`src/wb_dcache_controller.sv`:
```
`timescale 1ns/1ps
`default_nettype none

module wb_dcache_controller (
    input  logic clk_i,
    input  logic rst_ni,

    // LSU handshake
    input  logic lsu_req_i,
    input  logic lsu_we_i,
    output logic lsu_ack_o,

    // Memory handshake
    input  logic mem_ack_i,
    output logic mem_req_o,
    output logic mem_we_o,

    // Datapath status and control
    input  logic cache_hit_i,
    input  logic cache_dirty_i,
    output logic cache_wr_o,
    output logic cache_line_wr_o,
    output logic writeback_sel_o,
    output logic rdata_en_o
);

    localparam logic [2:0] IDLE       = 3'd0;
    localparam logic [2:0] COMPARE    = 3'd1;
    localparam logic [2:0] WRITEBACK  = 3'd2;
    localparam logic [2:0] WB_RELEASE = 3'd3;
    localparam logic [2:0] REFILL     = 3'd4;
    localparam logic [2:0] ACK        = 3'd5;

    logic [2:0] state_q;
    logic [2:0] state_d;
    logic       refill_done_q;
    logic       refill_done_d;

    always_ff @(posedge clk_i) begin
        if (!rst_ni) begin
            state_q       <= IDLE;
            refill_done_q <= 1'b0;
        end else begin
            state_q       <= state_d;
            refill_done_q <= refill_done_d;
        end
    end

    always_comb begin
        state_d         = state_q;
        refill_done_d   = refill_done_q;
        cache_wr_o      = 1'b0;
        cache_line_wr_o = 1'b0;
        rdata_en_o      = 1'b0;

        case (state_q)
            IDLE: begin
                if (lsu_req_i) begin
                    state_d = COMPARE;
                end
            end
            COMPARE: begin
                if (cache_hit_i) begin
                    cache_wr_o = lsu_we_i;
                    rdata_en_o = !lsu_we_i;
                    state_d    = ACK;
                end else if (cache_dirty_i) begin
                    state_d = WRITEBACK;
                end else begin
                    state_d = REFILL;
                end
            end
            WRITEBACK: begin
                if (mem_ack_i) begin
                    state_d = WB_RELEASE;
                end
            end
            WB_RELEASE: begin
                if (!mem_ack_i) begin
                    state_d = REFILL;
                end
            end
            REFILL: begin
                // Line is installed on the ack, then wait for ack to drop
                if (!refill_done_q) begin
                    if (mem_ack_i) begin
                        cache_line_wr_o = 1'b1;
                        refill_done_d   = 1'b1;
                    end
                end else if (!mem_ack_i) begin
                    refill_done_d = 1'b0;
                    state_d       = COMPARE;
                end
            end
            ACK: begin
                if (!lsu_req_i) begin
                    state_d = IDLE;
                end
            end
            default: begin
                state_d = IDLE;
            end
        endcase
    end

    assign lsu_ack_o       = (state_q == ACK);
    assign mem_req_o       = (state_q == WRITEBACK) || ((state_q == REFILL) && !refill_done_q);
    assign mem_we_o        = (state_q == WRITEBACK);
    assign writeback_sel_o = (state_q == WRITEBACK);

endmodule

`default_nettype wire

```
`config.mk`:
```
export PLATFORM = sky130hd
export DESIGN_NAME = wb_dcache_controller
export DESIGN_NICKNAME = d
export VERILOG_FILES = /design/src/wb_dcache_controller.sv
export SDC_FILE = /design/constraint.sdc
export NUM_CORES = 1
export LEC_CHECK = 0
export ABC_CLOCK_PERIOD_IN_PS = 1200
export BUFFER_PORTS_ARGS = -buffer_cell sky130_fd_sc_hd__buf_4
export CAP_MARGIN = 20
export CORE_AREA = 2 2 39 41
export DETAILED_ROUTE_END_ITERATION = 10
export DIE_AREA = 0 0 41 43
export PLACE_DENSITY = 0.47
export RECOVER_POWER = 50
export SLEW_MARGIN = 0
export SYNTH_ARGS = -nofsm -noshare
export SYNTH_HDL_FRONTEND = slang
export SYNTH_SLANG_ARGS = --single-unit
```
`constraint.sdc`:
```
create_clock -name clk_i -period 1.2 [get_ports clk_i]
set_clock_uncertainty 0.2 [all_clocks]
set_input_delay 0.24 -clock clk_i [delete_from_list [all_inputs] [get_ports clk_i]]
set_output_delay 0.24 -clock clk_i [all_outputs]
set_load 0.05 [all_outputs]
```
==> results.py, run 1 <==
metrics = {
    "floorplan": {
        "rows": 14,
        "die_w_um": 41,
        "io_pins": 14,
        "core_um2": 1380,
        "die-area_um2": 1760,
        "initial_core_util": 0.228,
        "fp.dieH_um": 43,
    },
    "clocking": {
        "path_clk_slew_ns": 0.04,
        "clock_sinks": 4,
        "insertion_delay_ns": 0.24,
        "clock_path_buffers": 2,
        "cts_buffers": 3,
        "htree_levels": 1,
        "root_buffer": "clkbuf_4",
        "tritoncts": "built",
    },
    "global_route": {
        "met3_usage": 0.0471,
        "first_global_vias": 368,
        "grt_overflow": 0,
        "grt_usage": 0.135,
        "grt_max_degree": 7,
        "grt_use_met1": 0.151,
        "grt.busiest_layer": "met2",
        "met2_usage": 0.200,
        "antenna_found_initial": 0,
        "grt_pass1_wl_mm": 1.55,
    },
    "yosys": {
        "synth_flop_cell": "dfxtp_1",
        "synth_top_cells_by_count": "dfxtp_1 (4), nor2_1 (3), nor2b_1 (3), nor3b_1 (3)",
        "ys_ff_latch": 4,
        "synth_nets": 43,
        "yosysSeqAreaShare": 0.254,
        "synth_area_leader_cell": "dfxtp_1",
        "synth.top_cell.area_share": 0.254,
        "async_flop_share": 0,
        "synth-edff-count": 0,
        "yosysWarnings": 0,
        "synth.most_common_cell": "dfxtp_1",
        "netlist_area_um2": 315,
        "syn_inst": 36,
        "avgSynthCellArea_um2": 8.76,
        "synth_area_leaders": "dfxtp_1 (25%), nor3b_2 (7.9%), nor3b_1 (7.1%), mux2i_1 (6.3%), nor2b_1 (6.0%)",
        "synthDistinctLibCells": 23,
    },
    "placement": {
        "portBuffers": 13,
        "placed_area_um2": 519,
        "gp_congestion": 0.803,
        "dp_hpwl_um": 670,
    },
    "drt": {
        "drt_iter0_drc": 2,
        "vias": 366,
        "wirelength_um": 930,
        "drc": 0,
        "ant_nets": 0,
        "viasPerCell": 4.63,
        "routedWlPerCell_um": 11.8,
        "first_pass_iters": 2,
    },
    "worst_setup_path": {
        "reg2reg_to": "state_q[1]",
        "ff2ff_setup_slack_ns": -0.24,
        "critical_path_arrival_ns": 1.20,
        "worstPathRequired_ns": 0.76,
        "end_kind": "output pin",
        "r2r-start": "state_q[1]",
        "cp_max_fo": 3,
        "crit_start": "state_q[0]",
        "start_kind": "flip-flop",
        "worstRegToRegCells": 4,
        "path_class": "reg -> out",
    },
    "timing": {
        "finalSetupViolCount": 11,
        "min_period_ns": 1.64,
        "whs_ns": 0.0699,
        "maxClockFrequency_mhz": 609,
        "worst_slack_ns": -0.442,
        "rsz0062_at_grt": "true",
        "fin_setup_tns_ns": -3.35,
        "maxSlewViolCount": 0,
        "post-route-period-util": 1.37,
        "relSlewSlack": 0.890,
        "finalHoldViolCount": 0,
        "worst_slew_pin_slew_ns": 0.162,
    },
    "pwr": {
        "p_int_mw": 0.463,
        "finalPower_mw": 0.701,
        "sw_frac_of_total": 0.340,
        "switchingPower_mw": 0.238,
        "comb_power_share": 0.518,
        "seqPwrFrac": 0.241,
        "vdd_drop_max_mv": 0.453,
        "p_per_area_nw_per_um2": 1000,
        "power_leakage_nw": 0.279,
        "clkPwrFrac": 0.241,
    },
    "flow_run": {
        "drv_cap": 0,
    },
    "min_path": {
        "hp-class": "in -> reg",
        "min-delay-start": "rst_ni",
        "min_path_cells": 2,
        "min_to": "refill_done_q",
    },
    "run_status": {
        "failed_checks": "negative setup slack",
        "status": "complete, but fails checks",
    },
    "cells_and_area": {
        "design_area_um2": 699,
        "layout-drive-gt1-share": 0.778,
        "antenna_cells": 0,
        "syn2layout_area_growth_pct": 122,
        "nNetsFinal": 72,
    },
}
==> state kept, by name (all words and copies together) (netlist names) <==
signal and flops:
refill_done_q 1, state_q 3
==> repair_timing <==
action,in CTS,in global routing
pin swaps,4,7
buffers inserted,5,2
gates resized for setup,21,9
setup endpoints to repair,11,11
hold buffers,0,0
==> placed cells by master (no fill, tap or decap), types with 2 or more instances in the layout <==
master    count
dfxtp_4       2
buf_4        15
buf_8         3
nand3b_1      2
nor2b_1       2
clkbuf_4      3
nor3b_4       4
buf_6         8
==> metrics by stage <==
step | utilization | setup WS [ns] | cells
4_1_cts | 0.459 | -0.468 | 78
6_report | 0.505 | -0.442 | 79
2_1_floorplan | - | -0.472 | 36
3_5_place_dp | 0.375 | -0.273 | 71
3_3_place_gp | 0.375 | -0.251 | 71
5_1_grt | 0.505 | -0.487 | 79
==> critical path: stages, from the launching register on <==
cell and delay [ns]:
dfxtp_2 0.32, buf_6 0.12, nor3b_4 0.17, and3b_2 0.21, buf_8 0.14
==> kinds of logic after synthesis <==
group / Yosys count / synth area share
compound gates: 5 / 0.111
mux: 2 / 0.0635
simple gates: 21 / 0.496
buf+inv: 4 / 0.0754
flops: 4 / 0.254
==> cell type report <==
| cell class | count | area, µm² |
|---|---|---|
| multi-input combinational | 28 | 297 |
| fill | 127 | 684 |
| clock buffer | 3 | 22.5 |
| sequential | 4 | 88.8 |
| inverter | 1 | 3.75 |
| timing repair buffer | 27 | 268 |
| tap | 16 | 20.0 |
==> worst max path at each step <==
stage	end	slack, ns	cells after the start
after global routing	cache_line_wr_o	-0.49	4
after CTS	cache_line_wr_o	-0.47	4
final	cache_line_wr_o	-0.44	4
after global placement	cache_line_wr_o	-0.25	4
after floorplan	writeback_sel_o	-0.47	3
after detailed placement	cache_line_wr_o	-0.27	4
==> metal layers <==
| metal | part of all wire | wire, µm |
|---|---|---|
| met4 | 0.027 | 25 |
| met3 | 0.039 | 36 |
| met2 | 0.55 | 509 |
| met5 | 0 | 0 |
| met1 | 0.39 | 359 |
==> power groups by stage <==
stage	clock network [mW]	registers [mW]	logic [mW]
after floorplan	0	0.164	0.163
after global placement	0	0.167	0.252
after detailed placement	0	0.167	0.256
after CTS	0.172	0.164	0.314
after global routing	0.188	0.172	0.386
final	0.169	0.169	0.363
Note: power is estimated with default switching activity, not from simulation.
==> run 2: changes to the inputs <==
Settings changed: SKIP_CTS_REPAIR_TIMING set to 1.
==> run 2 against run 1 <==
  * The flow still finishes with violations (negative setup slack)
  * Non-clock buffer count fell by 3
  * Routed wire length fell by 3.4%
  * Sequential share of layout area rose by 1.4 points
  * Final area fell by 9.8%
  * Worst setup slack got worse by 0.024 ns
  * Sequential power barely moved
  * Via count fell by 2.2%
  * Flip-flop and latch count did not move
  * Global-route usage fell by 1.2 points
  * Critical endpoint unchanged
  * Largest cell class unchanged
  * Highest routed layer unchanged
==> results.py, run 2 (same netlist as run 1, synthesis figures left out) <==
metrics = {
    "run_status": {
        "status": "complete, but fails checks",
        "failed_checks": "negative setup slack",
    },
    "cells_and_area": {
        "final_common_cell": "buf_4",
        "fill_cells": 136,
        "largest_register_ff_count": 3,
        "final_cell_mix": "buf_4 (13), buf_6 (10), nor3b_4 (3), clkbuf_4 (3)",
        "nNetsFinal": 69,
        "layout-drive-gt1-share": 0.700,
        "antenna_cells": 0,
        "top_register": "state_q",
        "syn2layout_area_growth_pct": 100,
        "top_regs": "state_q x3, refill_done_q x1",
    },
    "global_route": {
        "grt_usage": 0.123,
        "grt_pass1_wl_mm": 1.41,
        "antenna_found_initial": 0,
        "first_global_vias": 341,
        "grt_overflow": 0,
        "grt_max_degree": 10,
    },
    "clocking": {
        "clock_path_buffers": 2,
        "tritoncts": "built",
        "path_clk_slew_ns": 0.04,
        "insertion_delay_ns": 0.23,
        "htree_levels": 1,
        "clock_sinks": 4,
        "root_buffer": "clkbuf_4",
        "cts_buffers": 3,
    },
    "pwr": {
        "vdd_drop_max_mv": 0.411,
        "sw_frac_of_total": 0.341,
        "comb_power_share": 0.476,
        "finalPower_mw": 0.635,
        "clkPwrFrac": 0.261,
        "p_int_mw": 0.418,
        "p_per_area_nw_per_um2": 1010,
        "switchingPower_mw": 0.217,
        "power_leakage_nw": 0.253,
        "seqPwrFrac": 0.263,
    },
    "floorplan": {
        "fp.dieH_um": 43,
        "initial_core_util": 0.228,
        "core_um2": 1380,
        "io_pins": 14,
        "die_w_um": 41,
        "die-area_um2": 1760,
        "rows": 14,
    },
    "drt": {
        "wirelength_um": 898,
        "drc": 0,
        "routedWlPerCell_um": 11.8,
        "first_pass_iters": 1,
        "drt_iter0_drc": 0,
        "vias": 358,
        "viasPerCell": 4.71,
        "ant_nets": 0,
    },
    "min_path": {
        "min_to": "refill_done_q",
        "hp-class": "in -> reg",
        "min_path_cells": 2,
        "min-delay-start": "rst_ni",
    },
    "worst_setup_path": {
        "cp_max_fo": 4,
        "r2r-start": "state_q[1]",
        "crit_path_top_delay_cell": "dfxtp_2",
        "path_cells": "buf_6, nor3b_4, and3b_2, buf_8",
        "path_class": "reg -> out",
        "critical_path.max_stage_delay_ns": 0.33,
        "worstPathRequired_ns": 0.76,
        "ff2ff_setup_slack_ns": -0.24,
        "reg2reg_to": "state_q[1]",
        "critical_path_arrival_ns": 1.23,
        "worstRegToRegCells": 4,
        "start_kind": "flip-flop",
        "end_kind": "output pin",
    },
    "timing": {
        "post-route-period-util": 1.39,
        "finalHoldViolCount": 0,
        "finalSetupViolCount": 11,
        "min_period_ns": 1.67,
        "whs_ns": 0.0699,
        "maxClockFrequency_mhz": 600,
        "rsz0062_at_grt": "true",
        "maxSlewViolCount": 0,
        "worst_slack_ns": -0.467,
        "worst_slew_pin_slew_ns": 0.258,
        "relSlewSlack": 0.823,
    },
    "placement": {
        "dp_hpwl_um": 670,
        "portBuffers": 13,
        "gp_congestion": 0.803,
    },
    "flow_run": {
        "drv_cap": 0,
    },
}
==> run 2: critical path: cells and delay by family, from the launching register on <==
family / cells / cell delay, ns
and+or+nand+nor: 2 / 0.39
DFF: 1 / 0.33
buffers and inverters: 2 / 0.27
==> run 2: metal layers <==
layer | vias up | routed length [µm] | part of all wire | GRT usage
met5 | - | 0 | 0 | 0
met4 | 0 | 25 | 0.028 | 0.100
met3 | 4 | 36 | 0.040 | 0.0471
met2 | 8 | 463 | 0.52 | 0.178
met1 | 168 | 374 | 0.42 | 0.135
li1 | 178 | - | - | -
==> run 2: area by class of cell <==
cell class | count | area (µm²) | share of cell area
well taps | 16 | 20.0 | 0.0317
inverters | 1 | 3.75 | 0.00595
clock buffers | 3 | 22.5 | 0.0357
repair buffers | 24 | 225 | 0.357
multi-input cells | 28 | 270 | 0.429
flip-flops and latches | 4 | 88.8 | 0.141
==> run 2: metrics by stage <==
step / setup TNS [ns] / util / setup WS, ns / cell area, µm² / instances
global placement: -1.53 / 0.375 / -0.251 / 519 / 71
CTS: -3.50 / 0.392 / -0.528 / 542 / 74
floorplan: -2.17 / - / -0.472 / 362 / 36
finish: -3.22 / 0.456 / -0.467 / 631 / 76
detailed placement: -1.67 / 0.375 / -0.273 / 519 / 71
global route: -3.81 / 0.456 / -0.518 / 631 / 76
==> run 2: power by group through the flow <==
stage                     Sequential [mW]  Clock, mW  Combinational [mW]
final                               0.167      0.166               0.302
after global routing                0.171      0.188               0.321
after CTS                           0.165      0.172               0.256
after detailed placement            0.167          0               0.256
after global placement              0.167          0               0.252
after floorplan                     0.164          0               0.163
==> run 2: worst max path at each step <==
stage / from / to / cells after the start
after floorplan: state_q[1] / writeback_sel_o / 3
after global placement: state_q[0] / cache_line_wr_o / 4
after detailed placement: state_q[0] / cache_line_wr_o / 4
after CTS: state_q[0] / cache_line_wr_o / 4
after global routing: state_q[0] / cache_line_wr_o / 4
final: state_q[0] / cache_line_wr_o / 4
==> run 3: changes to the inputs <==
Settings changed: REMOVE_ABC_BUFFERS set to 1.
==> run 3 against run 2 <==
  * The run still ends with negative setup slack left
  * Largest power group unchanged
  * Die area stayed put
  * Via count shrank 3.1%
  * Sequential power barely moved
  * Combinational power shrank 15%
  * Critical path type unchanged
  * First-iteration DRC count up 2
  * Highest routed layer is now met3
  * Final area decreased by 11%
==> results.py, run 3 (same netlist as run 1, synthesis figures left out) <==
metrics = {
    "timing": {
        "worst_slew_pin_slew_ns": 0.195,
        "finalSetupViolCount": 10,
        "finalHoldViolCount": 0,
        "maxSlewViolCount": 0,
        "fin_setup_tns_ns": -3.09,
        "min_period_ns": 1.63,
        "worst_slack_ns": -0.429,
        "relSlewSlack": 0.869,
        "rsz0062_at_grt": "true",
        "maxClockFrequency_mhz": 614,
        "post-route-period-util": 1.36,
    },
    "global_route": {
        "grt_pass1_wl_mm": 1.24,
        "first_global_vias": 293,
        "grt_max_degree": 13,
        "antenna_found_initial": 0,
        "grt_usage": 0.104,
        "grt_overflow": 0,
    },
    "cells_and_area": {
        "final_common_cell": "buf_4",
        "final_cell_mix": "buf_4 (16), buf_6 (6), nor2_1 (3), clkbuf_4 (3)",
        "syn2layout_area_growth_pct": 78.2,
        "nNetsFinal": 67,
        "top_regs": "state_q x3, refill_done_q x1",
        "top_register": "state_q",
        "largest_register_ff_count": 3,
        "fin_cells": 74,
        "antenna_cells": 0,
        "layout-drive-gt1-share": 0.603,
    },
    "clocking": {
        "htree_levels": 1,
        "insertion_delay_ns": 0.24,
        "root_buffer": "clkbuf_4",
        "path_clk_slew_ns": 0.04,
        "cts_buffers": 3,
        "tritoncts": "built",
        "clock_path_buffers": 2,
        "clock_sinks": 4,
    },
    "drt": {
        "ant_nets": 0,
        "wirelength_um": 766,
        "routedWlPerCell_um": 10.4,
        "vias": 347,
        "drt_iter0_drc": 2,
        "viasPerCell": 4.69,
        "drc": 0,
        "first_pass_iters": 4,
    },
    "floorplan": {
        "die_w_um": 41,
        "initial_core_util": 0.228,
        "fp.dieH_um": 43,
        "rows": 14,
        "die-area_um2": 1760,
        "io_pins": 14,
        "core_um2": 1380,
    },
    "run_status": {
        "failed_checks": "negative setup slack",
        "status": "complete, but fails checks",
    },
    "placement": {
        "dp.cells": 70,
        "portBuffers": 13,
        "gp_congestion": 0.813,
        "dp_hpwl_um": 581,
        "pre_cts_ws_ns": -0.310,
    },
    "pwr": {
        "power_leakage_nw": 0.238,
        "switchingPower_mw": 0.203,
        "p_per_area_nw_per_um2": 1070,
        "clkPwrFrac": 0.285,
        "comb_power_share": 0.431,
        "seqPwrFrac": 0.284,
        "p_int_mw": 0.396,
        "sw_frac_of_total": 0.339,
        "vdd_drop_max_mv": 0.458,
    },
    "worst_setup_path": {
        "cp-endpoint": "cache_line_wr_o",
        "worstRegToRegCells": 4,
        "reg2reg_to": "state_q[1]",
        "start_kind": "flip-flop",
        "worstPathRequired_ns": 0.76,
        "ff2ff_setup_slack_ns": -0.26,
        "crit_start": "state_q[0]",
        "path_class": "reg -> out",
        "r2r-start": "state_q[1]",
        "critical_path_arrival_ns": 1.19,
        "cp_max_fo": 4,
        "end_kind": "output pin",
    },
    "flow_run": {
        "drv_cap": 0,
    },
    "min_path": {
        "hp-class": "in -> reg",
    },
}
## run 3: per-stage QoR
step                      area (µm²)  power (mW)  utilization  hold WS (ns)
after floorplan                  295       0.291            -         0.168
after global placement           473       0.399        0.342         0.298
after detailed placement         473       0.397        0.342         0.305
after CTS                        495       0.573        0.358        0.0633
after global routing             562       0.635        0.406         0.101
final                            562       0.599        0.406        0.0707
## run 3: power groups by stage
stage	registers (mW)	logic, mW	clock network [mW]
global placement	0.169	0.230	0
floorplan	0.171	0.121	0
CTS	0.166	0.230	0.178
finish	0.170	0.258	0.171
global route	0.174	0.277	0.184
detailed placement	0.168	0.230	0
## run 3: final cells by class
cell class                 instances  area [µm²]
tap                               16        20.0
timing repair buffer              22         188
sequential                         4        88.8
fill                             138         822
multi-input combinational         28         239
clock buffer                       3        22.5
inverter                           1        3.75
## run 3: worst min-delay path by stage
stage	start	to	slack, ns	cells past startpoint
final	rst_ni	refill_done_q	0.07	2
after global routing	rst_ni	state_q[1]	0.10	2
after CTS	rst_ni	refill_done_q	0.06	2
after detailed placement	rst_ni	refill_done_q	0.31	2
after floorplan	rst_ni	refill_done_q	0.17	1
after global placement	rst_ni	refill_done_q	0.30	2
## run 3: metal layers
layer	up-vias	routed length (µm)	track usage
met5	-	0	0
met4	0	0	0.0200
met3	0	44	0.0628
met2	10	402	0.144
met1	162	320	0.138
li1	175	-	-
## run 3: critical path, cell delays in order, from the launching register on
cell,delay [ns]
dfxtp_2,0.33
buf_6,0.12
nor3b_4,0.16
and3b_1,0.18
buf_6,0.16
